### src/agen_defs.svh
// Sizing macros for the address-generation subsystem, included by every file that sizes logic
`ifndef AGEN_DEFS_SVH
`define AGEN_DEFS_SVH

// Width of virtual and physical addresses
`define AGEN_ADDR_W 32

// Offset bits inside one cache line, so a line is 64 bytes
`define AGEN_LINE_BITS 6

// Offset bits inside one page, so a page is 4 KiB
`define AGEN_PAGE_BITS 12

// Entries in the direct-mapped translation table
`define AGEN_TLB_ENTRIES 8

// Depth of each per-port buffer in the arbiter
// This is also the number of credits a port starts with
`define AGEN_PORT_CREDITS 2

// Requests the memory side can hold before it must return a credit
`define AGEN_MEM_CREDITS 4

// Width of the micro-op tag carried through to memory
`define AGEN_TAG_W 4

`endif

### src/isa_pkg.sv
// Instruction-side types for the address generators, imported where ops are decoded
package isa_pkg;

	// ========================================
	// Instruction word
	// ========================================

	// Bit 31 picks the format and sits at the same place in both views
	localparam logic FMT_INDEXED = 1'b0;
	localparam logic FMT_DISP    = 1'b1;

	// Indexed form computes base + (index << scale) + disp
	typedef struct packed {
		logic               fmt;
		logic [1:0]         scale;
		// Register specifier bits, already consumed by the operand read
		logic [4:0]         rsvd_reg;
		logic signed [11:0] disp;
		logic [11:0]        rsvd_lo;
	} insn_indexed_t;

	// Displacement form computes base + disp with a wide offset
	typedef struct packed {
		logic               fmt;
		logic signed [30:0] disp;
	} insn_disp_t;

	// One 32-bit word seen through either view
	typedef union packed {
		insn_indexed_t indexed;
		insn_disp_t    disp;
	} agen_insn_u;

	// ========================================
	// Access kind
	// ========================================

	// Atomics address memory with the base operand alone
	typedef enum logic [1:0] {
		ACC_LOAD  = 2'd0,
		ACC_STORE = 2'd1,
		ACC_AMO   = 2'd2,
		ACC_V2P   = 2'd3
	} access_kind_e;

endpackage

### src/mem_pkg.sv
// Memory-side types shared by the generators, the arbiter and the translator
`include "agen_defs.svh"

package mem_pkg;

	// Virtual or physical byte address
	typedef logic [`AGEN_ADDR_W-1:0] addr_t;

	// Tag that follows an op all the way to the memory port
	typedef logic [`AGEN_TAG_W-1:0] tag_t;

	// ========================================
	// Issue side
	// ========================================

	// Memory micro-op with operands already read from the register file
	typedef struct packed {
		isa_pkg::agen_insn_u   insn;
		addr_t                 base;
		addr_t                 index;
		isa_pkg::access_kind_e kind;
		// Ask for the start of the following cache line instead
		logic                  next_line;
		tag_t                  tag;
	} agen_op_t;

	// ========================================
	// Request side
	// ========================================

	// Effective virtual address leaving a generator port
	typedef struct packed {
		addr_t                 vaddr;
		isa_pkg::access_kind_e kind;
		tag_t                  tag;
	} vreq_t;

	// Translated request presented to the memory port
	typedef struct packed {
		addr_t                 paddr;
		isa_pkg::access_kind_e kind;
		tag_t                  tag;
		// Generator port the request came from
		logic                  port;
		// Set when translation found no valid entry
		logic                  fault;
	} preq_t;

endpackage

### src/agen_unit.sv
// One address-generation port, instantiated once per load/store pipe under agen_top
`timescale 1ns/1ps
`include "agen_defs.svh"

module agen_unit (
	input  logic              clk,
	input  logic              rst,
	input  logic              flush,
	input  logic              op_valid,
	input  mem_pkg::agen_op_t op,
	output logic              op_ready,
	output logic              req_valid,
	output mem_pkg::vreq_t    req,
	input  logic              credit_return
);
	import isa_pkg::*;
	import mem_pkg::*;

	// Enough bits to count from zero up to a full set of credits
	localparam int CNT_W = $clog2(`AGEN_PORT_CREDITS + 1);

	agen_insn_u       insn;
	addr_t            disp_ext;
	addr_t            index_scaled;
	addr_t            ea;
	addr_t            ea_line;
	logic             stage_valid;
	logic             send;
	logic             accept;
	logic [CNT_W-1:0] credit_cnt;

	// ========================================
	// Address computation
	// ========================================

	// The word is decoded straight off the incoming op
	always_comb begin
		insn         = op.insn;
		index_scaled = op.index << insn.indexed.scale;
		// Each view sign-extends its own displacement field
		unique case (insn.disp.fmt)
			FMT_DISP: begin
				disp_ext = {{(`AGEN_ADDR_W-31){insn.disp.disp[30]}}, insn.disp.disp};
			end
			FMT_INDEXED: begin
				disp_ext = {{(`AGEN_ADDR_W-12){insn.indexed.disp[11]}}, insn.indexed.disp};
			end
		endcase
		// Atomics ignore both index and displacement
		if (op.kind == ACC_AMO)
			ea = op.base;
		else if (insn.disp.fmt == FMT_DISP)
			ea = op.base + disp_ext;
		else
			ea = op.base + index_scaled + disp_ext;
	end

	// Next-line requests drop the line offset and step one line forward
	always_comb begin
		if (op.next_line)
			ea_line = {ea[`AGEN_ADDR_W-1:`AGEN_LINE_BITS] + 1'b1, {`AGEN_LINE_BITS{1'b0}}};
		else
			ea_line = ea;
	end

	// ========================================
	// Result stage and handshakes
	// ========================================

	// A held result goes out only with a credit in hand, and never while flushed
	assign send      = stage_valid && (credit_cnt != '0) && !flush;
	assign req_valid = send;

	// The stage takes a new op when empty or when the old one leaves this cycle
	assign op_ready = !stage_valid || send;
	assign accept   = op_valid && op_ready;

	// The result payload is captured on the accepting edge
	always_ff @(posedge clk) begin
		if (accept) begin
			req.vaddr <= ea_line;
			req.kind  <= op.kind;
			req.tag   <= op.tag;
		end
	end

	// Sticky valid holds until the result is sent or the port is flushed
	always_ff @(posedge clk) begin
		if (rst)
			stage_valid <= 1'b0;
		else if (accept)
			stage_valid <= 1'b1;
		else if (send || flush)
			stage_valid <= 1'b0;
	end

	// One credit per free slot in this port's arbiter buffer
	always_ff @(posedge clk) begin
		if (rst)
			credit_cnt <= CNT_W'(`AGEN_PORT_CREDITS);
		else
			credit_cnt <= credit_cnt - CNT_W'(send) + CNT_W'(credit_return);
	end

	// The arbiter returns no more credits than this port has spent
	a_credit_max: assert property (@(posedge clk) disable iff (rst)
		credit_cnt <= CNT_W'(`AGEN_PORT_CREDITS))
		else $error("agen_unit credit count above buffer depth");

	// A credit comes back only while this port has a request sitting in the arbiter
	a_credit_owed: assert property (@(posedge clk) disable iff (rst)
		credit_return |-> (credit_cnt != CNT_W'(`AGEN_PORT_CREDITS)))
		else $error("agen_unit credit returned with none outstanding");

endmodule

### src/addr_arbiter.sv
// Round-robin arbiter that merges both generator ports onto the single translation path
`timescale 1ns/1ps
`include "agen_defs.svh"

module addr_arbiter (
	input  logic           clk,
	input  logic           rst,
	input  logic [1:0]     req_valid,
	input  mem_pkg::vreq_t req [2],
	output logic [1:0]     credit_return,
	output logic           sel_valid,
	output mem_pkg::vreq_t sel,
	output logic           port_id,
	input  logic           mem_credit
);
	import mem_pkg::*;

	// Buffer pointers wrap on their own since the depth is a power of two
	localparam int DEPTH     = `AGEN_PORT_CREDITS;
	localparam int PTR_W     = $clog2(DEPTH);
	localparam int CNT_W     = $clog2(DEPTH + 1);
	localparam int MEM_CNT_W = $clog2(`AGEN_MEM_CREDITS + 1);

	vreq_t                fifo_mem [2][DEPTH];
	logic [PTR_W-1:0]     wr_ptr [2];
	logic [PTR_W-1:0]     rd_ptr [2];
	logic [CNT_W-1:0]     fifo_cnt [2];
	logic [1:0]           not_empty;
	logic [1:0]           pop;
	logic                 winner;
	logic                 last_port;
	logic                 grant;
	logic [MEM_CNT_W-1:0] mem_cnt;

	// ========================================
	// Per-port buffers
	// ========================================

	// Payload storage; the port credits guarantee a free slot on every write
	always_ff @(posedge clk) begin
		for (int p = 0; p < 2; p++) begin
			if (req_valid[p])
				fifo_mem[p][wr_ptr[p]] <= req[p];
		end
	end

	// Pointers and occupancy for both buffers
	always_ff @(posedge clk) begin
		if (rst) begin
			for (int p = 0; p < 2; p++) begin
				wr_ptr[p]   <= '0;
				rd_ptr[p]   <= '0;
				fifo_cnt[p] <= '0;
			end
		end else begin
			for (int p = 0; p < 2; p++) begin
				if (req_valid[p])
					wr_ptr[p] <= wr_ptr[p] + 1'b1;
				if (pop[p])
					rd_ptr[p] <= rd_ptr[p] + 1'b1;
				fifo_cnt[p] <= fifo_cnt[p] + CNT_W'(req_valid[p]) - CNT_W'(pop[p]);
			end
		end
	end

	// ========================================
	// Round-robin selection
	// ========================================

	always_comb begin
		for (int p = 0; p < 2; p++)
			not_empty[p] = (fifo_cnt[p] != '0);
		// With both waiting, the port that did not win last time goes first
		if (not_empty[0] && not_empty[1])
			winner = !last_port;
		else
			winner = not_empty[1];
		// Nothing leaves unless the memory side has room for it
		grant  = (|not_empty) && (mem_cnt != '0);
		pop[0] = grant && !winner;
		pop[1] = grant && winner;
	end

	// Each pop frees one buffer slot, so the owning port gets its credit back
	assign credit_return = pop;

	// Reset as if port 1 won last, so port 0 is served first
	always_ff @(posedge clk) begin
		if (rst) begin
			sel_valid <= 1'b0;
			last_port <= 1'b1;
		end else begin
			sel_valid <= grant;
			if (grant)
				last_port <= winner;
		end
	end

	// Selected request and its port, registered toward the translator
	always_ff @(posedge clk) begin
		if (grant) begin
			sel     <= fifo_mem[winner][rd_ptr[winner]];
			port_id <= winner;
		end
	end

	// Downstream credits: spent on each grant, returned as memory retires requests
	always_ff @(posedge clk) begin
		if (rst)
			mem_cnt <= MEM_CNT_W'(`AGEN_MEM_CREDITS);
		else
			mem_cnt <= mem_cnt - MEM_CNT_W'(grant) + MEM_CNT_W'(mem_credit);
	end

	// A generator only writes while it holds a credit for a free slot
	a_no_overflow: assert property (@(posedge clk) disable iff (rst)
		!(req_valid[0] && fifo_cnt[0] == CNT_W'(DEPTH)) &&
		!(req_valid[1] && fifo_cnt[1] == CNT_W'(DEPTH)))
		else $error("addr_arbiter buffer written while full");

	// Memory never returns more credits than were handed out
	a_mem_credit_range: assert property (@(posedge clk) disable iff (rst)
		mem_cnt <= MEM_CNT_W'(`AGEN_MEM_CREDITS))
		else $error("addr_arbiter memory credit count out of range");

endmodule

### src/page_translate.sv
// Direct-mapped page translation between the arbiter and the memory port of agen_top
`timescale 1ns/1ps
`include "agen_defs.svh"

module page_translate (
	input  logic           clk,
	input  logic           rst,
	input  logic           xlate_en,
	input  logic           fill_valid,
	input  mem_pkg::addr_t fill_vpn,
	input  mem_pkg::addr_t fill_ppn,
	input  logic           sel_valid,
	input  mem_pkg::vreq_t sel,
	input  logic           port_id,
	output logic           mem_req_valid,
	output mem_pkg::preq_t mem_req
);
	import mem_pkg::*;

	// Page numbers are the address bits above the page offset
	localparam int VPN_W = `AGEN_ADDR_W - `AGEN_PAGE_BITS;
	localparam int IDX_W = $clog2(`AGEN_TLB_ENTRIES);
	localparam int TAG_W = VPN_W - IDX_W;

	logic [`AGEN_TLB_ENTRIES-1:0] tlb_valid;
	logic [TAG_W-1:0]             tlb_tag [`AGEN_TLB_ENTRIES];
	logic [VPN_W-1:0]             tlb_ppn [`AGEN_TLB_ENTRIES];
	logic [VPN_W-1:0]             fill_vpn_w;
	logic [IDX_W-1:0]             fill_idx;
	logic [VPN_W-1:0]             lk_vpn;
	logic [IDX_W-1:0]             lk_idx;
	logic                         lk_hit;
	preq_t                        xreq;

	// ========================================
	// Table fill
	// ========================================

	// The fill port carries page numbers right-aligned in an address word
	assign fill_vpn_w = fill_vpn[VPN_W-1:0];
	assign fill_idx   = fill_vpn_w[IDX_W-1:0];

	// Entry valid bits are the only state that needs clearing
	always_ff @(posedge clk) begin
		if (rst)
			tlb_valid <= '0;
		else if (fill_valid)
			tlb_valid[fill_idx] <= 1'b1;
	end

	// A fill overwrites whatever mapping shared the same low page bits
	always_ff @(posedge clk) begin
		if (fill_valid) begin
			tlb_tag[fill_idx] <= fill_vpn_w[VPN_W-1:IDX_W];
			tlb_ppn[fill_idx] <= fill_ppn[VPN_W-1:0];
		end
	end

	// ========================================
	// Lookup
	// ========================================

	always_comb begin
		lk_vpn = sel.vaddr[`AGEN_ADDR_W-1:`AGEN_PAGE_BITS];
		lk_idx = lk_vpn[IDX_W-1:0];
		lk_hit = tlb_valid[lk_idx] && (tlb_tag[lk_idx] == lk_vpn[VPN_W-1:IDX_W]);
		xreq.kind = sel.kind;
		xreq.tag  = sel.tag;
		xreq.port = port_id;
		if (!xlate_en) begin
			// Translation off passes the address through untouched
			xreq.paddr = sel.vaddr;
			xreq.fault = 1'b0;
		end else if (lk_hit) begin
			xreq.paddr = {tlb_ppn[lk_idx], sel.vaddr[`AGEN_PAGE_BITS-1:0]};
			xreq.fault = 1'b0;
		end else begin
			// No table walk here, the miss goes out flagged
			xreq.paddr = '0;
			xreq.fault = 1'b1;
		end
	end

	// One register stage toward the memory port
	always_ff @(posedge clk) begin
		if (rst)
			mem_req_valid <= 1'b0;
		else
			mem_req_valid <= sel_valid;
	end

	always_ff @(posedge clk) begin
		if (sel_valid)
			mem_req <= xreq;
	end

endmodule

### src/agen_top.sv
// Top of the dual-port address-generation subsystem, seen by the load/store pipeline
`timescale 1ns/1ps

module agen_top (
	input  logic              clk,
	input  logic              rst,
	input  logic              xlate_en,
	input  logic [1:0]        flush,
	input  logic [1:0]        op_valid,
	input  mem_pkg::agen_op_t op [2],
	output logic [1:0]        op_ready,
	input  logic              fill_valid,
	input  mem_pkg::addr_t    fill_vpn,
	input  mem_pkg::addr_t    fill_ppn,
	output logic              mem_req_valid,
	output mem_pkg::preq_t    mem_req,
	input  logic              mem_credit
);
	import mem_pkg::*;

	// Generator to arbiter links
	logic [1:0] req_valid;
	vreq_t      req [2];
	logic [1:0] credit_return;

	// Arbiter to translator link
	logic       sel_valid;
	vreq_t      sel;
	logic       port_id;

	// ========================================
	// Generator ports
	// ========================================

	agen_unit u_agen0 (
		.clk(clk), .rst(rst), .flush(flush[0]),
		.op_valid(op_valid[0]), .op(op[0]), .op_ready(op_ready[0]),
		.req_valid(req_valid[0]), .req(req[0]), .credit_return(credit_return[0])
	);

	agen_unit u_agen1 (
		.clk(clk), .rst(rst), .flush(flush[1]),
		.op_valid(op_valid[1]), .op(op[1]), .op_ready(op_ready[1]),
		.req_valid(req_valid[1]), .req(req[1]), .credit_return(credit_return[1])
	);

	// ========================================
	// Shared path to memory
	// ========================================

	addr_arbiter u_arb (
		.clk(clk), .rst(rst), .req_valid(req_valid), .req(req),
		.credit_return(credit_return), .sel_valid(sel_valid), .sel(sel),
		.port_id(port_id), .mem_credit(mem_credit)
	);

	// The translator always accepts, the arbiter's memory credits cover its output
	page_translate u_xlate (
		.clk(clk), .rst(rst), .xlate_en(xlate_en),
		.fill_valid(fill_valid), .fill_vpn(fill_vpn), .fill_ppn(fill_ppn),
		.sel_valid(sel_valid), .sel(sel), .port_id(port_id),
		.mem_req_valid(mem_req_valid), .mem_req(mem_req)
	);

endmodule

### config.mk
export PLATFORM = sky130hd
export DESIGN_NAME = agen_top
export DESIGN_NICKNAME = d
export VERILOG_FILES = /design/src/isa_pkg.sv /design/src/mem_pkg.sv /design/src/agen_unit.sv /design/src/addr_arbiter.sv /design/src/page_translate.sv /design/src/agen_top.sv
export VERILOG_INCLUDE_DIRS = /design/src
export SDC_FILE = /design/constraint.sdc
export NUM_CORES = 1
export LEC_CHECK = 0
export BUFFER_PORTS_ARGS = -buffer_cell sky130_fd_sc_hd__buf_4
export CORE_UTILIZATION = 60
export CTS_CLUSTER_SIZE = 20
export DETAILED_ROUTE_END_ITERATION = 6
export PLACE_DENSITY = 0.92
export SYNTH_ARGS = -nofsm -noshare
export SYNTH_HDL_FRONTEND = slang
export SYNTH_SLANG_ARGS = --single-unit
### constraint.sdc
create_clock -name clk -period 9.3 [get_ports clk]
set_clock_uncertainty 0.05 [all_clocks]
set_input_delay 1.395 -clock clk [delete_from_list [all_inputs] [get_ports clk]]
set_output_delay 1.395 -clock clk [all_outputs]
set_load 0.01 [all_outputs]
# == Word level (Yosys, flattened, before mapping) ==
# Memories as Yosys holds them, arrays and structs flattened. A register that Yosys moved wholly into a read port is not among the register bits.
# Cells that the tools add are included.
# word_totals
wordCells,165
n_memories,6
regBits,175
ram_bits,456
output_inout_bits,43
# classes
addsub,22
eq_ne,3
muxes,54
n_shift,2
n_reduce_logical,32
order_cmp,8
bitwise,12
# mem_list
name,depth,width,rd,rd_ports_with_merged_regs,wr,line_no,source
u_xlate.tlb_ppn,8,20,1,1,1,page_translate.sv:27,logic [VPN_W-1:0] tlb_ppn [`AGEN_TLB_ENTRIES];
u_arb.fifo_mem,2,76,1,0,2,addr_arbiter.sv:24,vreq_t fifo_mem [2][DEPTH];
u_xlate.tlb_tag,8,17,1,1,1,page_translate.sv:26,logic [TAG_W-1:0] tlb_tag [`AGEN_TLB_ENTRIES];
u_arb.fifo_cnt,2,2,2,0,2,addr_arbiter.sv:27,logic [CNT_W-1:0] fifo_cnt [2];
u_arb.rd_ptr,2,1,3,0,2,addr_arbiter.sv:26,logic [PTR_W-1:0] rd_ptr [2];
u_arb.wr_ptr,2,1,2,0,2,addr_arbiter.sv:25,logic [PTR_W-1:0] wr_ptr [2];
# ops
op,count
$mux 32,8
$add 32x32->32,6
$mux 38,5
$mux 76,2
$pmux 32 s2,2
$demux 38 s1,2
$shl 32x2->32,2
$add 26x1->26 const B,2
$mux 1,29
$eq 17x17->1,1
$logic_and 1x1->1,14
$reduce_bool 2->1,6
$add 2x1->2,4
$lt 3x4->1 const B,2
$or 8x8->8,1
$sub 2x1->2,4
$ge 2x2->1 const B,3
$logic_not 1->1,6
$mux 3,2
$not 1->2,3
$or 1x1->1,6
$add 1x1->1 const B,4
$eq 2x2->1 const B,2
$logic_or 1x1->1,4
10 further kinds,13

# == Depth between registers and ports, before layout ==
# logic_depth
word_depth,9
depth_mapped,23

# == Cells and area by module ==
# A second synthesis with hierarchy kept.
# hier_totals
cells_unflattened,2770
hier_area_um2,36450.0
# modules_own_cells
module,area_each_um2,seq_area_each_um2,n_inst,cells_per_inst
page_translate,13376.6,10269.8,1,648
agen_unit (u_agen1),7770.0,1201.2,1,878
addr_arbiter,7692.4,6035.8,1,388
agen_unit (u_agen0),7611.0,1201.2,1,856

# == Least setup slack after synthesis ==
# OpenSTA, ideal clock, no wires.
# synth_path
kind,input -> register
start,in op[102] (netlist bit)
end,"reg, netlist name u_agen1.req[32]"
t_arrival_ns,6.616
required_ns,8.984
path_buffers,6
setup_ns,0.266
slack_ns,2.369
path_stages,23
path_cell_list,clkbuf_1 buf_1 clkbuf_1 clkbuf_1 buf_1 mux2i_1 inv_1 fa_1 ha_1 inv_1 fa_1 nand2b_1 a21oi_1 o21ai_1 xor2_1 o21ai_0 o21ai_0 a21o_1 nor3b_1 and4b_1 clkbuf_1 o2111ai_1 xor2_1
# synth_via
elab_chain_cells,7
# synth_rtl
element,line_no,source
"start, declared",agen_top.sv:10,"input mem_pkg::agen_op_t op [2],"
$not 1->1,agen_unit.sv:41,unique case (insn.disp.fmt)
$pmux 32 s2,agen_unit.sv:41,
"$add 32x32->32, on equally long branches","agen_unit.sv:55, agen_unit.sv:53",
$mux 32 (*),agen_unit.sv:52,else if (insn.disp.fmt == FMT_DISP)
$mux 32 (*),agen_unit.sv:50,if (op.kind == ACC_AMO)
$add 26x1->26,agen_unit.sv:61,"ea_line = {ea[`AGEN_ADDR_W-1:`AGEN_LINE_BITS] + 1'b1, {`AGEN_LINE_BITS{1'b0}}};"
$mux 32 (*),agen_unit.sv:60,if (op.next_line)
via u_agen1.ea_line[26],agen_unit.sv:26,addr_t ea_line;
# Mark *: on every way through the listed nets, which the timed path passes. The rest lies on a longest branch. The select of a mux whose other input is x is not followed.
# A chain may end at the register's enable or synchronous reset.

# == Worst setup path after layout ==
# layout_path
start,in op[203] (netlist bit)
end,"reg, netlist name u_agen0.req[37]"
# layout_via
elab_chain_cells,7
# layout_rtl
element,line_no,source
$shl 32x2->32,agen_unit.sv:39,index_scaled = op.index << insn.indexed.scale;
$add 32x32->32 (2 in series),agen_unit.sv:55,ea = op.base + index_scaled + disp_ext;
$mux 32 (*),agen_unit.sv:52,
$mux 32 (*),agen_unit.sv:50,
$add 26x1->26,agen_unit.sv:61,
$mux 32 (*),agen_unit.sv:60,
via u_agen0.ea_line[31],agen_unit.sv:26,
# Marked as above.

==> out/results.tsv <==
metric	value	unit
hold_path.class	reg2reg	
drc	0	
cts_tree	yes	
start_util	61.3	%
grt_overflow_total	0	
synthTopCellsByCount	edfxtp_1, nand2_1, a21oi_1	
irDropWorstVdd	170	uV
rows	89	
syn_area	0.0364	mm^2
fill_cells	4015	
dpl.hpwl	65.1	mm
start_kind	input port	
gr-usage-all-layers	30.1	%
grt_antenna_before_repair	3	
yosysWarnings	0	
p_clk_share	25.3	%
power_frac_seq	39.6	%
synthTopCellsByArea	edfxtp_1, mux4_2, ha_1	
via_count	25500	
yosysTopAreaCell	edfxtp_1	
die_h	248	um
cts_buffer_depth	3	
met3_usage	3.49	%
finalSetupViolCount	0	
drt-initial-drc-count	2007	
worst_pin_slew	1.16	ns
cts_setup_buffers	0	
p_int	0.00655	W
synth_seq_cells	634	
leakage	15.0	nW
post-place-ws	2.24	ns
io_buffers	297	
nets	3605	
netSwitchingFraction	33.1	%
p_per_area	237	mW/mm^2
critical_path_required	9.57	ns
avgSynthCellArea	12.7	um^2
coreArea	0.0595	mm^2
antenna_left	0	
cp_slowest_cell	a2111oi_0	
grt_max_degree	79	
area_growth	13.5	%
top_usage_layer	met2	
grt_use_met2	53.3	%
outcome	complete, no violations	
post-synth-top-count-cell	edfxtp_1	
avgViaCountPerCell	6.47	
cpPeakStageDelay	0.78	ns
hold_buffers	0	
numCtsBuffers	56	
numClockSinks	634	
syn_inst	2878	
pwr-share-comb	35.1	%
drt-wirelength-per-cell	23.6	um
ys_seq_area_share	51.5	%
gp_routability_congestion	0.944	
setup_ws	2.74	ns
wl	93.1	mm
drive_above_1_share	21.1	%
die_w	248	um
cts-root-buf	clkbuf_16	
grt_pass1_vias	25000	
cp_cell_sequence	buf_4 -> mux2i_1 -> nor2_1 -> fa_1 -> ha_1 -> inv_1 -> fa_1 -> nand2b_1 -> a211oi_2 -> o21ai_1 -> a2111oi_0 -> nor2_1 -> o21ai_0 -> mux2i_1 -> a211oi_1 -> nand3_2 -> and4b_1 -> xor2_1	
rsz0062_at_grt	false	
synth_nets	3358	
switchingPower	0.00324	W
dieArea	0.0617	mm^2
cts.repair.resized	0	
ys_async_sr_fraction	0	%
crit_type	in2reg	
timing.fmax	152	MHz
crit_arrival	6.83	ns
slew_headroom	22.4	%
ys.flop_type	edfxtp_1	
grt_pass1_wl	141	mm
maxCapViolCount	0	
use_met1	38.5	%
finalSetupTns	0	ns
period_share	70.6	%
min_period	6.56	ns
synth_top_cell_area_share	50.0	%
power	0.00979	W
synth_edf_count	607	
finalHoldViolations	0	
yosysUniqueCellTypes	103	
htree_levels	2	
slew_viol_final	0	
io_pins	322	
clk_latency	0.60	ns
end_kind	register	
cts.clk_slew.worst_paths	0.06	ns
cp_max_fo	35	
drt_first_pass_iters	7	
registers in the layout, indices dropped and copies added (netlist names), named ones only:
register	flops
u_arb.port_id	1
u_agen1.credit_cnt	2
u_agen0.stage_valid	1
u_agen0.credit_cnt	2
u_arb.fifo_mem	152
u_xlate.tlb_tag	136
u_arb.sel_valid	1
u_agen0.req	38
u_xlate.mem_req	40
u_agen1.stage_valid	1
u_arb.sel	38
u_agen1.req	38
u_arb.fifo_cnt	4
u_xlate.mem_req_valid	1
u_arb.last_port	1
u_arb.wr_ptr	2
u_xlate.tlb_valid	8
u_xlate.tlb_ppn	160
u_arb.rd_ptr	2
u_arb.mem_cnt	3
logic make-up after synthesis:
logic type	after synthesis	share of synthesized area [%]
xor gates and xnor gates	133	3.24
and+or+nand+nor	776	10.8
adders and majority gates	201	8.29
AOI/OAI and AO/OA	650	11.8
buffers and inverters	224	2.60
muxes	260	11.8
DFF	634	51.5
stage by stage:
| step | cells | hold slack [ns] | instance area, um^2 | utilization, % |
|---|---|---|---|---|
| 2_1_floorplan | 2878 | 0.350 | 36400 | - |
| 3_3_place_gp | 3840 | 0.357 | 39300 | 66.1 |
| 3_5_place_dp | 3840 | 0.355 | 39300 | 66.1 |
| 4_1_cts | 3941 | 0.371 | 41300 | 69.5 |
| 5_1_grt | 3942 | 0.381 | 41300 | 69.5 |
| 6_report | 3944 | 0.370 | 41300 | 69.5 |
layout make-up:
class	instances	area, um^2	share of cell area (%)
well taps	773	967	2.34
clock inverters	38	547	1.32
diodes	3	7.51	0.0182
repair buffers	327	2450	5.94
multi-input cells	2020	16800	40.7
inverters	86	323	0.781
clock buffers	63	1450	3.51
flip-flops and latches	634	18800	45.4
layout by cell type, fill, tap and decap left out, types with 8 or more instances in the layout:
cell | Yosys | routed
o211ai_1 | 28 | 28
clkbuf_16 | 0 | 57
nor4_1 | 16 | 15
nor2b_1 | 62 | 59
o21a_1 | 25 | 25
mux2_2 | 46 | 46
nand3b_1 | 10 | 10
inv_1 | 84 | 83
nand3_1 | 71 | 71
nor2_1 | 169 | 163
o21bai_1 | 19 | 19
xor2_1 | 55 | 55
dfxtp_1 | 27 | 23
nor3b_1 | 12 | 12
bufinv_16 | 0 | 12
mux4_2 | 131 | 131
and3_1 | 11 | 11
o21ai_0 | 122 | 122
and2_1 | 31 | 28
ha_1 | 134 | 134
clkinv_1 | 1 | 11
a211oi_1 | 82 | 82
xnor2_1 | 77 | 77
buf_4 | 2 | 327
or3_1 | 13 | 13
fa_1 | 67 | 67
o221ai_1 | 8 | 8
nand4_1 | 26 | 26
a221oi_1 | 11 | 11
mux2i_1 | 83 | 83
nand2b_1 | 34 | 34
a31oi_1 | 13 | 13
nor3_1 | 60 | 58
a21o_1 | 38 | 38
a21oi_1 | 186 | 186
o21ai_1 | 10 | 9
a311oi_1 | 10 | 10
or2_2 | 9 | 9
edfxtp_1 | 607 | 607
nand2_1 | 213 | 213
critical path, delay by kind of cell:
kind | cells | cell delay (ns)
fa+ha+maj | 3 | 1.19
buf+inv | 2 | 0.55
xor+xnor | 1 | 0.07
compound gates | 5 | 2.16
simple gates | 5 | 1.05
mux | 2 | 0.42
power by group through the flow:
stage / logic (W) / registers, W / clock network (W)
floorplan: 0.00248 / 0.00380 / 0
global placement: 0.00326 / 0.00390 / 0
detailed placement: 0.00336 / 0.00393 / 0
CTS: 0.00341 / 0.00388 / 0.00250
global route: 0.00373 / 0.00391 / 0.00260
finish: 0.00344 / 0.00387 / 0.00248
metal layers:
layer	vias to the layer above	part of all wire, %
li1	11600	-
met1	12500	38
met2	1170	51
met3	202	6.9
met4	4	3.3
met5	-	0.033
worst paths after layout:
path / cells after the start / slack [ns] / startpoint / endpoint
setup / recovery: 18 / 2.74 / op[203] / u_agen0.req[37]
hold / removal: 0 / 0.37 / u_arb.sel[0] / u_xlate.mem_req[2]
setup reg to reg: 10 / 4.76 / register / u_xlate.mem_req[10]
hold reg to reg: 0 / 0.37 / u_arb.sel[0] / u_xlate.mem_req[2]
Note: power is estimated with default switching activity, not from simulation.
